--- config.mk ---
export PLATFORM = sky130hd
export DESIGN_NAME = resolver_interface_top
export DESIGN_NICKNAME = d
export VERILOG_FILES = /design/src/resolver_pkg.sv /design/src/bus_pkg.sv /design/src/resolver_registers.sv /design/src/config_sequencer.sv /design/src/sample_reader.sv /design/src/resolver_control.sv /design/src/resolver_interface_top.sv
export SDC_FILE = /design/constraint.sdc
export NUM_CORES = 1
export LEC_CHECK = 0
export ABC_AREA = 1
export BUFFER_PORTS_ARGS = -buffer_cell sky130_fd_sc_hd__clkbuf_2
export CAP_MARGIN = 20
export CORE_MARGIN = 2
export CORE_UTILIZATION = 56
export DETAILED_ROUTE_END_ITERATION = 16
export HOLD_SLACK_MARGIN = 0.15
export PLACE_DENSITY = 0.77
export SYNTH_ARGS = -nofsm -noshare
export SYNTH_HDL_FRONTEND = slang
export SYNTH_SLANG_ARGS = --single-unit
--- constraint.sdc ---
create_clock -name clock -period 3.9 [get_ports clock]
set_input_delay 0.585 -clock clock [delete_from_list [all_inputs] [get_ports clock]]
set_output_delay 0.585 -clock clock [all_outputs]
set_load 0.005 [all_outputs]
--- src/resolver_pkg.sv ---
// Resolver converter definitions
package resolver_pkg;

    localparam int register_count = 9;

    // Device addresses in upload order
    localparam logic [7:0] device_address_table [register_count] = '{
        8'h88, 8'h89, 8'h8A, 8'h8B, 8'h8C, 8'h8D, 8'h8E, 8'h91, 8'h92
    };

    // Command and control sit above the value slots at 0x00 to 0x20
    localparam logic [31:0] command_offset = 32'h24;
    localparam logic [31:0] control_offset = 32'h28;

    localparam logic [1:0] mode_angle = 2'd0;
    localparam logic [1:0] mode_speed = 2'd2;
    localparam logic [1:0] mode_config = 2'd3;

    typedef struct packed {
        logic [2:0] spare_top;
        logic [4:0] transfer_length;
        logic [7:0] sample_read_delay;
        logic [7:0] sample_pulse_length;
        logic [2:0] spare_low;
        logic rdc_reset;
        logic [1:0] resolution;
        logic [1:0] spare_bottom;
    } control_fields_t;

    localparam control_fields_t control_reset = '{
        resolution: 2'b10,
        transfer_length: 5'd22,
        sample_pulse_length: 8'd1,
        sample_read_delay: 8'd1,
        default: '0
    };

    // One bus word seen as a register byte or as the control word
    typedef union packed {
        struct packed {
            logic [23:0] padding;
            logic [7:0] value;
        } register_byte;
        control_fields_t control;
    } write_word_u;

    typedef enum logic {
        kind_angle = 1'b0,
        kind_speed = 1'b1
    } read_kind_t;

endpackage

--- src/bus_pkg.sv ---
// Bus, SPI and stream beat types
package bus_pkg;

    typedef struct packed {
        logic [31:0] address;
        logic [31:0] data;
        logic strobe;
    } bus_write_t;

    typedef struct packed {
        logic [31:0] data;
        logic valid;
    } spi_request_t;

    // Upper 24 bits of the SPI word in data, low byte in user
    typedef struct packed {
        logic [31:0] data;
        logic [7:0] user;
        resolver_pkg::read_kind_t dest;
        logic valid;
    } result_beat_t;

endpackage

--- src/resolver_registers.sv ---
// Resolver register bank
`timescale 1ns/1ps

module resolver_registers #(
    parameter logic [31:0] base_address = 32'h43c00000
) (
    input logic clock,
    input logic reset,
    input bus_pkg::bus_write_t bus_write,
    input logic accept,
    output logic [7:0] register_values [resolver_pkg::register_count],
    output resolver_pkg::control_fields_t control
);

    logic pending;
    logic [31:0] offset;
    resolver_pkg::write_word_u word;
    logic [29:0] slot;
    logic store_value;
    logic store_control;

    always_ff @(posedge clock) begin
        if (!reset) begin
            pending <= 1'b0;
        end else begin
            pending <= accept;
        end
    end

    // Shadow copy of the accepted write
    always_ff @(posedge clock) begin
        if (accept) begin
            offset <= bus_write.address - base_address;
            word <= bus_write.data;
        end
    end

    assign slot = offset[31:2];
    assign store_value = pending && offset[1:0] == 2'b00
        && slot < resolver_pkg::register_count;
    assign store_control = pending && offset == resolver_pkg::control_offset;

    // One byte per word offset
    always_ff @(posedge clock) begin
        if (store_value) begin
            register_values[slot[3:0]] <= word.register_byte.value;
        end
    end

    always_ff @(posedge clock) begin
        if (!reset) begin
            control <= resolver_pkg::control_reset;
        end else if (store_control) begin
            control <= word.control;
        end
    end

    // Every accepted write lands on a mapped offset
    assert property (@(posedge clock) disable iff (!reset)
        accept |=> store_value || store_control
            || offset == resolver_pkg::command_offset);

endmodule

--- src/config_sequencer.sv ---
// Configuration upload sequencer
`timescale 1ns/1ps

module config_sequencer (
    input logic clock,
    input logic reset,
    input logic start,
    input logic spi_ready,
    input logic [7:0] register_values [resolver_pkg::register_count],
    output bus_pkg::spi_request_t spi_request,
    output logic done
);

    typedef enum logic [1:0] {
        config_idle,
        config_address,
        config_value,
        config_finish
    } config_state_t;

    config_state_t state;
    logic [3:0] index;
    logic send_slot;

    // Engine is free and has seen no request yet
    assign send_slot = spi_ready && !spi_request.valid;

    always_ff @(posedge clock) begin
        if (!reset) begin
            state <= config_idle;
            index <= 4'd0;
            spi_request <= '0;
            done <= 1'b0;
        end else begin
            spi_request.valid <= 1'b0;
            done <= 1'b0;
            case (state)
                config_idle: begin
                    if (start) begin
                        index <= 4'd0;
                        state <= config_address;
                    end
                end
                config_address: begin
                    if (send_slot) begin
                        spi_request.data <= {24'd0, resolver_pkg::device_address_table[index]};
                        spi_request.valid <= 1'b1;
                        state <= config_value;
                    end
                end
                config_value: begin
                    if (send_slot) begin
                        spi_request.data <= {24'd0, register_values[index]};
                        spi_request.valid <= 1'b1;
                        if (index == 4'(resolver_pkg::register_count - 1)) begin
                            state <= config_finish;
                        end else begin
                            index <= index + 4'd1;
                            state <= config_address;
                        end
                    end
                end
                config_finish: begin
                    // Last byte must be out before done
                    if (send_slot) begin
                        done <= 1'b1;
                        state <= config_idle;
                    end
                end
            endcase
        end
    end

    assert property (@(posedge clock) disable iff (!reset)
        spi_request.valid |-> spi_ready);

endmodule

--- src/sample_reader.sv ---
// Angle and speed sample reader
`timescale 1ns/1ps

module sample_reader (
    input logic clock,
    input logic reset,
    input logic start,
    input resolver_pkg::read_kind_t kind,
    input logic spi_ready,
    input logic [31:0] spi_data_in,
    input resolver_pkg::control_fields_t control,
    output logic sample,
    output logic [1:0] mode,
    output bus_pkg::spi_request_t spi_request,
    output bus_pkg::result_beat_t result,
    output logic done
);

    typedef enum logic [2:0] {
        reader_idle,
        reader_pulse,
        reader_delay,
        reader_transfer,
        reader_backoff
    } reader_state_t;

    reader_state_t state;
    logic [7:0] counter;
    resolver_pkg::read_kind_t active_kind;
    logic send_slot;
    logic pulse_end;

    assign send_slot = spi_ready && !spi_request.valid;
    assign pulse_end = counter == control.sample_pulse_length - 8'd1;

    always_ff @(posedge clock) begin
        if (!reset) begin
            state <= reader_idle;
            counter <= 8'd0;
            active_kind <= resolver_pkg::kind_angle;
            sample <= 1'b1;
            mode <= resolver_pkg::mode_angle;
            spi_request <= '0;
            result <= '0;
            done <= 1'b0;
        end else begin
            spi_request.valid <= 1'b0;
            result.valid <= 1'b0;
            done <= 1'b0;
            case (state)
                reader_idle: begin
                    if (start) begin
                        active_kind <= kind;
                        mode <= kind == resolver_pkg::kind_speed
                            ? resolver_pkg::mode_speed : resolver_pkg::mode_angle;
                        sample <= 1'b0;
                        counter <= 8'd0;
                        state <= reader_pulse;
                    end
                end
                reader_pulse: begin
                    if (pulse_end) begin
                        sample <= 1'b1;
                        counter <= 8'd0;
                        state <= reader_delay;
                    end else begin
                        counter <= counter + 8'd1;
                    end
                end
                reader_delay: begin
                    if (counter != control.sample_read_delay) begin
                        counter <= counter + 8'd1;
                    end else if (send_slot) begin
                        // Dummy word clocks the sample out
                        spi_request.data <= 32'd0;
                        spi_request.valid <= 1'b1;
                        state <= reader_transfer;
                    end
                end
                reader_transfer: begin
                    if (send_slot) begin
                        result.data <= {8'd0, spi_data_in[31:8]};
                        result.user <= spi_data_in[7:0];
                        result.dest <= active_kind;
                        result.valid <= 1'b1;
                        counter <= 8'd0;
                        state <= reader_backoff;
                    end
                end
                reader_backoff: begin
                    if (pulse_end) begin
                        done <= 1'b1;
                        state <= reader_idle;
                    end else begin
                        counter <= counter + 8'd1;
                    end
                end
                default: begin
                    state <= reader_idle;
                end
            endcase
        end
    end

    // One beat per read
    assert property (@(posedge clock) disable iff (!reset)
        result.valid |=> !result.valid);

endmodule

--- src/resolver_control.sv ---
// Resolver control state machine
`timescale 1ns/1ps

module resolver_control #(
    parameter logic [31:0] base_address = 32'h43c00000
) (
    input logic clock,
    input logic reset,
    input bus_pkg::bus_write_t bus_write,
    input logic read_angle,
    input logic read_speed,
    input logic config_done,
    input logic read_done,
    input bus_pkg::spi_request_t config_request,
    input bus_pkg::spi_request_t read_request,
    input logic [1:0] read_mode,
    output logic bus_ready,
    output logic accept,
    output logic config_start,
    output logic read_start,
    output resolver_pkg::read_kind_t read_kind,
    output bus_pkg::spi_request_t spi_request,
    output logic [1:0] mode
);

    typedef enum logic [1:0] {
        control_idle,
        control_act,
        control_configure,
        control_read
    } control_state_t;

    control_state_t state;
    logic [31:0] offset;
    logic command_zero;
    logic write_taken;

    assign offset = bus_write.address - base_address;
    assign command_zero = offset == resolver_pkg::command_offset && bus_write.data == 32'd0;

    // Read strobes win over the bus
    assign write_taken = state == control_idle && bus_ready && bus_write.strobe
        && !read_angle && !read_speed;
    assign accept = write_taken && !command_zero;

    always_ff @(posedge clock) begin
        if (!reset) begin
            state <= control_idle;
            bus_ready <= 1'b1;
            config_start <= 1'b0;
            read_start <= 1'b0;
            read_kind <= resolver_pkg::kind_angle;
        end else begin
            config_start <= 1'b0;
            read_start <= 1'b0;
            case (state)
                control_idle: begin
                    if (read_angle || read_speed) begin
                        read_kind <= read_angle ? resolver_pkg::kind_angle
                            : resolver_pkg::kind_speed;
                        read_start <= 1'b1;
                        bus_ready <= 1'b0;
                        state <= control_read;
                    end else if (write_taken) begin
                        bus_ready <= 1'b0;
                        if (command_zero) begin
                            config_start <= 1'b1;
                            state <= control_configure;
                        end else begin
                            state <= control_act;
                        end
                    end
                end
                control_act: begin
                    bus_ready <= 1'b1;
                    state <= control_idle;
                end
                control_configure: begin
                    if (config_done) begin
                        bus_ready <= 1'b1;
                        state <= control_idle;
                    end
                end
                control_read: begin
                    if (read_done) begin
                        bus_ready <= 1'b1;
                        state <= control_idle;
                    end
                end
            endcase
        end
    end

    always_comb begin
        case (state)
            control_configure: spi_request = config_request;
            control_read: spi_request = read_request;
            default: spi_request = '0;
        endcase
    end

    assign mode = state == control_configure ? resolver_pkg::mode_config : read_mode;

    // Each sequencer talks only while it owns the port
    assert property (@(posedge clock) disable iff (!reset)
        (config_request.valid |-> state == control_configure)
        and (read_request.valid |-> state == control_read));

endmodule

--- src/resolver_interface_top.sv ---
// Resolver interface top level
`timescale 1ns/1ps

module resolver_interface_top #(
    parameter logic [31:0] base_address = 32'h43c00000
) (
    input logic clock,
    input logic reset,
    input logic read_angle,
    input logic read_speed,
    input logic spi_ready,
    input logic [31:0] spi_data_in,
    input bus_pkg::bus_write_t bus_write,
    output logic bus_ready,
    output bus_pkg::spi_request_t spi_request,
    output logic [1:0] mode,
    output logic sample,
    output logic [1:0] resolution,
    output logic rdc_reset,
    output logic [4:0] transfer_length,
    output bus_pkg::result_beat_t result
);

    logic [7:0] register_values [resolver_pkg::register_count];
    resolver_pkg::control_fields_t control;
    resolver_pkg::read_kind_t read_kind;
    bus_pkg::spi_request_t config_request;
    bus_pkg::spi_request_t read_request;
    logic [1:0] read_mode;
    logic accept;
    logic config_start;
    logic config_done;
    logic read_start;
    logic read_done;

    assign resolution = control.resolution;
    assign rdc_reset = control.rdc_reset;
    assign transfer_length = control.transfer_length;

    resolver_registers #(
        .base_address(base_address)
    ) resolver_registers_inst (
        .clock(clock),
        .reset(reset),
        .bus_write(bus_write),
        .accept(accept),
        .register_values(register_values),
        .control(control)
    );

    config_sequencer config_sequencer_inst (
        .clock(clock),
        .reset(reset),
        .start(config_start),
        .spi_ready(spi_ready),
        .register_values(register_values),
        .spi_request(config_request),
        .done(config_done)
    );

    sample_reader sample_reader_inst (
        .clock(clock),
        .reset(reset),
        .start(read_start),
        .kind(read_kind),
        .spi_ready(spi_ready),
        .spi_data_in(spi_data_in),
        .control(control),
        .sample(sample),
        .mode(read_mode),
        .spi_request(read_request),
        .result(result),
        .done(read_done)
    );

    resolver_control #(
        .base_address(base_address)
    ) resolver_control_inst (
        .clock(clock),
        .reset(reset),
        .bus_write(bus_write),
        .read_angle(read_angle),
        .read_speed(read_speed),
        .config_done(config_done),
        .read_done(read_done),
        .config_request(config_request),
        .read_request(read_request),
        .read_mode(read_mode),
        .bus_ready(bus_ready),
        .accept(accept),
        .config_start(config_start),
        .read_start(read_start),
        .read_kind(read_kind),
        .spi_request(spi_request),
        .mode(mode)
    );

endmodule

==> results.md, run 1 <==
- Status: finished, final reports clean
- Growth of design area from synthesis to finish: 15.70%
- Post-CTS Hold Fix Bufs: 0
- Total CTS buffers: 23
- Die Area: 19,350 µm²
- Buffers and inverters on the worst path: 1
- Worst-path fanout max: 8
- CP arrival: 2.52 ns
- Cell taking the most area after synthesis: edfxtp_1
- Synthesized area per cell: 9.068 µm²
- CTS H-Tree Depth: 1
- Commonest non-fill, non-tap cells in the layout: nor2_1, nand2_1, clkbuf_2
- Crit path max-delay family: simple AND/OR/NAND/NOR gates
- Routability congestion estimate: 0.9059
- Multi-input gate area: 3632 µm²
- Data required, critical path: 4.02 ns
- First-pass GRT wire length: 35,740 µm
- Slowest-stage cell, CP: nor2_1
- Clk sinks: 229
- Peak supply drop: 317.9 µV
- Cell Rows: 49
- Setup TNS: 0 ns
- DRT iter0 DRCs: 556
- CTS tree: yes
- Max_cap viols: 0
- Fin crit share: 0.6157
- Synth area leaders: edfxtp_1, dfxtp_1, nor2_1, nand2_1, o21ai_0
- Worst-path cell chain: inv_1, nand3_1, a211oi_1, nand2_1, nor2_1, nand2_1, nor2_1
- Hold Fails Final Rpt: 0
- Drt pass-1 iters: 5
- Fin nets: 1,394
- Number of buffers inserted by post-CTS setup repair: 0
- Clock Path Buffers: 3
- Unrepaired setup endpoints after global routing: no
- Max_slew headroom: 0.4123
- Post-route worst setup slack: 1.499 ns
- Final setup viols: 0
- Pre-CTS setup slack: 1.363 ns
- EDFF count, synth: 133
- Remaining routing DRC violations: 0
- Worst path max stage delay: 0.65 ns
- Initial antenna violation count: 0
- LEAKAGE: 4.850 nW
- Initial core utilization: 0.5689
- Gate Count Post-Synth: 1,127
- Antenna diode count: 0
- Layout fillers: 1,452
- Syn. warnings: 0
- Layout cells sized above 1: 0.1816
- Final instance area: 11,820 µm²
- Dpl cell area: 11,060 µm²
- Type of the most critical hold path: in2reg
- Ports: 189
- Register area: 5916 µm²
- Post-DP HPWL: 15,100 µm
- Worst Clk Skew: 0.008969 ns
- DIE WIDTH: 139.1 µm
- Clock transition at path regs: 0.07 ns
- Largest net degree at the start of global routing: 68
- PwrDens: 467.8 nW/µm²
- Top-area cell type share of the netlist area: 0.3908
- Clock tree root buffer cell: clkbuf_16
- Worst-Skew Late Latency: 0.50 ns
- Core area: 17,960 µm²
- Detail Route Antenna Nets: 0
- Endpoint class of the critical path: flop
- Vias: 8,008
- WL final: 22,190 µm
- Grt total ovfl: 0
- Worst-Margin Slew: 0.8761 ns
- Die Ht: 139.1 µm
- CP startpoint kind: flop
- Post-synth ARST share: 0
- Power Total: 5.531 mW
- Post-Syn Area: 10,220 µm²
- Final Max Slew Viols: 0
- Synth Flop Type: edfxtp_1
- Sequential-to-total area share from yosys stat: 0.5788
- CTS resizes: 0
- CP Class: reg2reg
- Via density: 5.258
- Fmax: 416.4 MHz
- Crit path time final: 2.401 ns
- Yosys cell types: 47
- DR WL/cell: 14.57 µm
- Vias in the first global route: 7,341
- Commonest non-fill, non-tap cell in the layout: nor2_1
- I/O Buffers: 156
- Register bit total from synthesis: 229
- GRT Resource Usage Total: 0.2231
[area by class of cell]
type	instances	area share
clock buffer	36	0.05968
clock inverter	5	0.004762
inverter	89	0.02847
multi-input combinational	766	0.3072
sequential	229	0.5003
tap	229	0.02423
timing repair buffer	169	0.07534
[cells in the mapped netlist (2+ instances only)]
cell type	n
nand4_1	10
o22ai_1	2
o21ai_0	103
nand2_1	167
nor4_1	7
nor2_1	267
ha_1	14
edfxtp_1	133
nor2_2	3
clkbuf_1	18
inv_1	79
a21oi_1	24
a211oi_1	7
nand3_2	6
xnor2_1	11
nand2_2	7
buf_4	40
buf_1	2
nor3_1	18
buf_2	12
nand3_1	46
clkinv_1	4
dfxtp_1	96
nand3b_1	2
o221ai_1	7
o211ai_1	10
xor2_1	7
nor2_4	2
inv_2	5
[cells by family (layout without fill, tap and decap cells)]
logic type | count (synthesis) | after routing | synth area share
AOI/OAI and AO/OA | 161 | 161 | 0.08901
xor gates and xnor gates | 18 | 18 | 0.01543
DFF | 229 | 229 | 0.5788
other | 1 | 32 | 0.0003669
adders and majority gates | 14 | 14 | 0.01714
buffers and inverters | 163 | 299 | 0.07713
and+or+nand+nor | 541 | 541 | 0.2221
[layer usage]
metal / track usage / vias up / routed length [µm]
li1: - / 3980 / -
met1: 0.3042 / 3662 / 9560
met2: 0.3736 / 338 / 10640
met3: 0.03557 / 28 / 1677
met4: 0.06220 / 0 / 317
met5: 0 / - / 0
[stage by stage]
stage          std cells    util  hold WS [ns]
2_1_floorplan       1158       -        0.4220
3_3_place_gp        1482  0.6158        0.4279
3_5_place_dp        1482  0.6158        0.4434
4_1_cts             1523  0.6582        0.2844
5_1_grt             1523  0.6582        0.2906
6_report            1523  0.6582        0.2944
[report_power, final]
part / switching (mW) / total, mW / internal (mW)
logic: 0.394 / 0.625 / 0.231
clock network: 0.881 / 2.19 / 1.31
registers: 0.0706 / 2.72 / 2.65
[final timing paths]
check,slack [ns],cells past startpoint,endpoint,startpoint
worst max register to register,1.50,7,resolver_registers_inst.register_values[20],resolver_registers_inst.offset[3]
worst min register to register,0.45,2,resolver_registers_inst.control[16],resolver_registers_inst.word[16]
worst max-delay path,1.50,7,resolver_registers_inst.register_values[20],resolver_registers_inst.offset[3]
worst min-delay path,0.29,1,resolver_registers_inst.offset[9],bus_write[42]
[state kept, by name (all words and copies together) (netlist names), 2 cells and up]
name / cells
resolver_registers_inst.word: 29
resolver_registers_inst.offset: 32
sample_reader_inst.state: 3
config_sequencer_inst.index: 4
config_sequencer_inst.spi_request: 9
sample_reader_inst.counter: 8
resolver_control_inst.state: 2
resolver_registers_inst.control: 24
config_sequencer_inst.state: 2
sample_reader_inst.result: 34
resolver_registers_inst.register_values: 72
[worst reg2reg max path, stage by stage, from the launching register on]
cell and delay, ns:
edfxtp_1 0.47, inv_1 0.15, nand3_1 0.12, a211oi_1 0.24, nand2_1 0.11, nor2_1 0.15, nand2_1 0.12, nor2_1 0.65
No activity file was read; power rests on OpenSTA's default activity.
==> inputs of run 2 (changes only) <==
- CORE_UTILIZATION: 56 -> 50
- PLACE_DENSITY: 0.77 -> 0.73
- clock period: 3.9 -> 2.1 ns (I/O delays scaled with it)
==> run 2 against run 1 <==
Net effect:
- largest cell class unchanged
- hold slack got worse by 0.14 ns
- non-clock buffer count rose by 87
- clock power rose by 110%
- total power rose by 98%
- sequential power rose by 86%
- critical path depth rose by 5
- highest routed layer unchanged
- the run now ends with negative setup slack left
==> results.md, run 2 (synthesized netlist as in run 1, its figures left out) <==
- Largest net degree at the start of global routing: 52 (-24%)
- Clock transition at path regs: 0.05 ns (-0.02 ns)
- Peak supply drop: 668.7 µV (+110%)
- Die Area: 21,600 µm² (+12%)
- Hold Fails Final Rpt: 0 (unchanged)
- CP Class: in2reg
- CTS H-Tree Depth: 1 (unchanged)
- Worst Clk Skew: 0.01429 ns (+0.005326 ns)
- Antenna diode count: 0 (unchanged)
- CP startpoint kind: primary input
- CP arrival: 2.38 ns (-0.14 ns)
- Worst-path fanout max: 13 (+5)
- DRT iter0 DRCs: 496 (-11%)
- Dpl cell area: 11,400 µm² (+3.1%)
- Endpoint class of the critical path: flop
- Cell Rows: 52 (+6.1%)
- Core area: 20,170 µm² (+12%)
- Vias in the first global route: 8,139 (+11%)
- WL final: 25,640 µm (+16%)
- Crit-path most repeated cell: buf_12
- Routability congestion estimate: 0.8519 (-6.0%)
- Growth of design area from synthesis to finish: 29.93%
- Worst-path cell chain: dlygate4sd3_1, clkbuf_2, nor2_4, a21oi_1, nor2_1, nand3_1, nand2_1, nand4_1, nand2_2, clkinvlp_4, buf_12, buf_12
- Clock Path Buffers: 3 (unchanged)
- Data required, critical path: 2.37 ns (-1.65 ns)
- Clock tree root buffer cell: clkbuf_16
- Max_cap viols: 0 (unchanged)
- Worst-Margin Slew: 0.5456 ns (-0.3305 ns)
- DR WL/cell: 15.47 µm (+6.2%)
- Final Max Slew Viols: 0 (unchanged)
- Failing checks: negative setup slack
- Total CTS buffers: 25 (+8.7%)
- Initial antenna violation count: 0 (unchanged)
- Die Ht: 147.0 µm (+5.7%)
- Fin nets: 1,484 (+6.5%)
- DIE WIDTH: 147.0 µm (+5.7%)
- Layout fillers: 1,600 (+10%)
- Max reg flops: 72 (unchanged)
- Post-DP HPWL: 15,940 µm (+5.6%)
- Drt pass-1 iters: 7 (+2)
- Type of the most critical hold path: in2reg
- Detail Route Antenna Nets: 0 (unchanged)
- Initial core utilization: 0.5067 (-0.06222)
- I/O Buffers: 156 (unchanged)
- Via density: 5.098 (-3.0%)
- Remaining routing DRC violations: 0 (unchanged)
- First-pass GRT wire length: 40,520 µm (+13%)
- Crit path time final: 2.110 ns
- CTS tree: yes
- R2R cell count: 8 (+1)
- Commonest non-fill, non-tap cell in the layout: nor2_1
- Fin crit share: 1.005
- Worst-Skew Late Latency: 0.52 ns (+0.02 ns)
- Slowest-stage cell, CP: dlygate4sd3_1
- Max_slew headroom: 0.6340 (+0.2217)
- Commonest non-fill, non-tap cells in the layout: nor2_1, nand2_1, edfxtp_1
- Layout cells sized above 1: 0.2033 (+0.02171)
- Post-route worst setup slack: -0.009740 ns (-1.508 ns)
- Fmax: 474.0 MHz
- Worst path max stage delay: 0.54 ns (-0.11 ns)
- Final setup viols: 44 (+44)
- PwrDens: 824.3 nW/µm² (+76%)
- Final instance area: 13,280 µm² (+12%)
- Unrepaired setup endpoints after global routing: yes
- Clk sinks: 229 (unchanged)
- Hold depth: 1 (unchanged)
- Grt total ovfl: 0 (unchanged)
- Ports: 189 (unchanged)
- GRT Resource Usage Total: 0.2305 (+0.007382)
- Status: complete, but fails checks
- Hold slack: 0.1569 ns (-0.1375 ns)
- LEAKAGE: 5.475 nW (+13%)
- Vias: 8,447 (+5.5%)
run 2: metal layers:
layer	global-route usage	wire (µm)	vias up
li1	-	-	4182
met1	0.3012	10720	3905
met2	0.4068	12820	328
met3	0.03385	1725	32
met4	0.05625	372	0
met5	0	0	-
run 2: cell type report:
type                            instances  area (µm²)  area share
Tap cell                              270       337.8     0.02544
Timing Repair Buffer                  256        2004      0.1509
Sequential cell                       229        5919      0.4458
Multi-Input combinational cell        767        3811      0.2870
Inverter                               89       341.6     0.02572
Clock inverter                         13       147.6     0.01112
Clock buffer                           33       716.9     0.05399
run 2: where the power goes:
group | leakage, nW | switching, mW | internal, mW | total (mW)
Combinational | 3.08 | 0.826 | 0.568 | 1.39
Clock | 0.417 | 1.74 | 2.77 | 4.51
Sequential | 1.98 | 0.130 | 4.92 | 5.05
run 2: final timing paths:
path | startpoint | to | slack [ns]
max | bus_write[61] | resolver_registers_inst.word[16] | -0.01
min | bus_write[17] | resolver_registers_inst.word[16] | 0.16
max reg2reg | resolver_registers_inst.offset[2] | resolver_registers_inst.register_values[63] | 0.05
min reg2reg | resolver_registers_inst.word[16] | resolver_registers_inst.control[16] | 0.44
run 2: worst max-delay path, delay by kind of cell:
family          cells  cell delay (ns)
buf+inv             5             1.09
compound gates      1             0.11
simple gates        6             0.85
run 2: stage by stage:
stage | std cells | power (mW) | setup TNS [ns] | setup WS [ns] | util
global route | 1657 | 11.41 | -8.428 | -0.1047 | 0.6584
CTS | 1678 | 10.95 | 0 | 0.04640 | 0.6510
floorplan | 1158 | 5.933 | -23.51 | -0.3855 | -
finish | 1657 | 10.95 | -0.1727 | -0.009740 | 0.6584
detailed placement | 1546 | 6.330 | 0 | 0.02620 | 0.5654
global placement | 1546 | 6.299 | 0 | 0.08080 | 0.5654
run 2: repair_timing:
action,CTS,global route
endpoints found under the hold margin,86,0
pin swaps,0,21
cloned,0,5
hold buffers,86,0
setup endpoints to repair,8,142
resized for setup,1,55
buffers inserted,0,6
==> inputs of run 3 (changes only) <==
- MAX_ROUTING_LAYER: default -> met4
- PLACE_DENSITY: 0.73 -> 0.87
- SETUP_SLACK_MARGIN: default -> 0.05
==> run 3 against run 2 <==
Net effect:
- clock skew is 0.0010 ns higher
- cell count down 0.97%
- critical path depth down 4
- clock power down 15%
- largest cell class unchanged
- via count is 1.6% higher
- core utilization down 0.47 points
- global-route usage is 0.35 points higher
- wire length up 2.3%
- the flow still finishes with violations (negative setup slack)
- count of clock-buffer cells in the layout decreased by 3
- register-to-register slack worse by 0.13 ns
- total power down 5.6%
==> results.md, run 3 (synthesized netlist as in run 1, its figures left out) <==
- Dpl cell area: 11,350 µm² (-0.46%)
- Fin crit share: 1.040 (+0.03535)
- Drt pass-1 iters: 5 (-2)
- Wire length on met2: 13,250 µm (+3.3%)
- DR WL/cell: 15.99 µm (+3.3%)
- WL final: 26,230 µm (+2.3%)
- Type of the most critical hold path: in2reg
- Register area: 5919 µm² (unchanged)
- Max reg flops: 72 (unchanged)
- LEAKAGE: 5.522 nW (+0.86%)
- Hold slack: 0.1432 ns (-0.01368 ns)
- Cell Rows: 52 (unchanged)
- Fmax: 457.9 MHz (-3.4%)
- Worst Clk Skew: 0.01529 ns (+0.0009988 ns)
- Worst-path fanout max: 6 (-7)
- Layout cells sized above 1: 0.1999 (-0.003462)
- Commonest non-fill, non-tap cell in the layout: nor2_1
- Max_slew headroom: 0.5176 (-0.1165)
- Crit path time final: 2.184 ns (+0.07424 ns)
- Hold endpoint: resolver_registers_inst.word[17]
- Detail Route Antenna Nets: 0 (unchanged)
- FF-to-FF setup slack: -0.08 ns (-0.13 ns)
- M1 wire length: 10,620 µm (-0.93%)
- Via density: 5.229 (+2.6%)
- Endpoint class of the critical path: flop
- Largest net degree at the start of global routing: 41 (-21%)
- Worst-Skew Late Latency: 0.51 ns (about the same)
- Final setup viols: 37 (-16%)
- CTS tree: yes
- Grt total ovfl: 0 (unchanged)
- First-pass GRT wire length: 40,240 µm (-0.68%)
- PwrDens: 784.0 nW/µm² (-4.9%)
- Commonest non-fill, non-tap cells in the layout: nor2_1, nand2_1, edfxtp_1
- Core area: 20,170 µm² (unchanged)
- RR Startpoint: resolver_registers_inst.offset[2]
- Multi-input gate area: 3864 µm² (+1.4%)
- Worst-Margin Slew: 0.7181 ns (+0.1725 ns)
- Die Ht: 147.0 µm (unchanged)
- Clock tree root buffer cell: clkbuf_16
- Initial core utilization: 0.5067 (unchanged)
- DR WL met3: 1752 µm (+1.6%)
- Clk sinks: 229 (unchanged)
- Peak supply drop: 685.0 µV (+2.4%)
- Ports: 189 (unchanged)
- Max_cap viols: 0 (unchanged)
- Remaining routing DRC violations: 0 (unchanged)
- Routability congestion estimate: 0.8871 (+4.1%)
- Total CTS buffers: 24 (-4.0%)
- GRT Resource Usage Total: 0.2339 (+0.003470)
- Clock Path Buffers: 3 (unchanged)
- Vias in the first global route: 8,312 (+2.1%)
- CP startpoint kind: flop
- Unrepaired setup endpoints after global routing: yes
- Vias: 8,581 (+1.6%)
- CP Class: reg2reg
- Layout fillers: 1,463 (-8.6%)
- Initial antenna violation count: 0 (unchanged)
- I/O Buffers: 156 (unchanged)
- Non-filler cells in the finished layout: 1,641 (-0.97%)
- Hold Fails Final Rpt: 0 (unchanged)
- Cell Count Post-Placement: 1,544 (-0.13%)
- Antenna diode count: 0 (unchanged)
- Final Util: 0.6537 (-0.004715)
- HP Start: bus_write[18]
- Growth of design area from synthesis to finish: 29.00%
- CP arrival: 2.41 ns (+0.03 ns)
- Final instance area: 13,180 µm² (-0.72%)
- DIE WIDTH: 147.0 µm (unchanged)
- Pre-CTS setup slack: 0.006759 ns (-0.01944 ns)
- DRT iter0 DRCs: 815 (+64%)
- Top layer in use: met4
- Post-route worst setup slack: -0.08398 ns (-0.07424 ns)
- R2R cell count: 8 (unchanged)
- Hold depth: 1 (unchanged)
- Post-DP HPWL: 16,100 µm (+1.0%)
- Final Max Slew Viols: 0 (unchanged)
- Data required, critical path: 2.33 ns (-0.04 ns)
- Status: complete, but fails checks
- Reg2reg end: resolver_registers_inst.register_values[11]
- Fin nets: 1,472 (-0.81%)
- Die Area: 21,600 µm² (unchanged)
- CTS H-Tree Depth: 1 (unchanged)
- Clock transition at path regs: 0.06 ns (about the same)
- Failing checks: negative setup slack
==> run 3: changes by cell type in the layout (fill, tap and decap cells not counted), moves of 3 or more <==
cell / change
dlygate4sd3_1: -20
dlymetal6s4s_1: +19
clkbuf_2: -15
buf_6: +7
nand2_2: +6
nor2_1: -6
clkbuf_8: -4
nand2_1: -4
nor2_2: +4
buf_12: -3
bufinv_16: -3
inv_2: -3
==> run 3: how the worst max path moves through the flow <==
| stage | startpoint | endpoint | slack [ns] | depth (start not counted) |
|---|---|---|---|---|
| floorplan | bus_write[55] | resolver_registers_inst.offset[0] | -0.39 | 9 |
| global placement | bus_write[56] | resolver_registers_inst.word[0] | 0.07 | 14 |
| detailed placement | bus_write[56] | resolver_registers_inst.word[5] | 0.007 | 14 |
| CTS | resolver_registers_inst.offset[2] | resolver_registers_inst.register_values[60] | 0.05 | 8 |
| global route | resolver_registers_inst.offset[14] | resolver_registers_inst.register_values[11] | -0.18 | 8 |
| finish | resolver_registers_inst.offset[2] | resolver_registers_inst.register_values[11] | -0.08 | 8 |
==> run 3: critical path: stages, from the launching register on <==
cell	delay (ns)
edfxtp_1	0.46
inv_4	0.17
nand3_1	0.15
a211oi_2	0.26
nand2_1	0.12
nor2_2	0.17
nand2_2	0.14
nor3_4	0.24
buf_4	0.18
==> run 3: metrics by stage <==
stage	total power [mW]	TNS (ns)
2_1_floorplan	5.933	-23.51
3_3_place_gp	6.264	0
3_5_place_dp	6.307	0
4_1_cts	10.23	0
5_1_grt	10.74	-7.823
6_report	10.34	-1.760
==> run 3: timing repair <==
action                                  4_1_cts  5_1_grt
gates resized for setup                       3       97
endpoints found under the setup margin       19      146
pin swaps                                     1       30
buffers inserted                              0       10
hold buffers                                 85        0
gates cloned                                  0        5
hold endpoints to repair                     85        0
==> run 3: layout make-up <==
class,count,area share
clock inverters,11,0.004650
clock buffers,30,0.04888
repair buffers,245,0.1525
multi-input cells,767,0.2931
well taps,270,0.02562
inverters,89,0.02629
flip-flops and latches,229,0.4490
==> run 3: routing by layer <==
layer | track usage | vias up
met5 | - | -
met2 | 0.3998 | 340
met4 | 0.07644 | 0
met1 | 0.2864 | 4044
li1 | - | 4143
met3 | 0.03696 | 54
==> run 3: power by group <==
part           internal [mW]  switching (mW)  leakage [nW]  total [mW]
registers               4.92           0.129          1.98        5.04
logic                  0.610           0.831          3.20        1.44
clock network           2.17            1.68         0.347        3.85
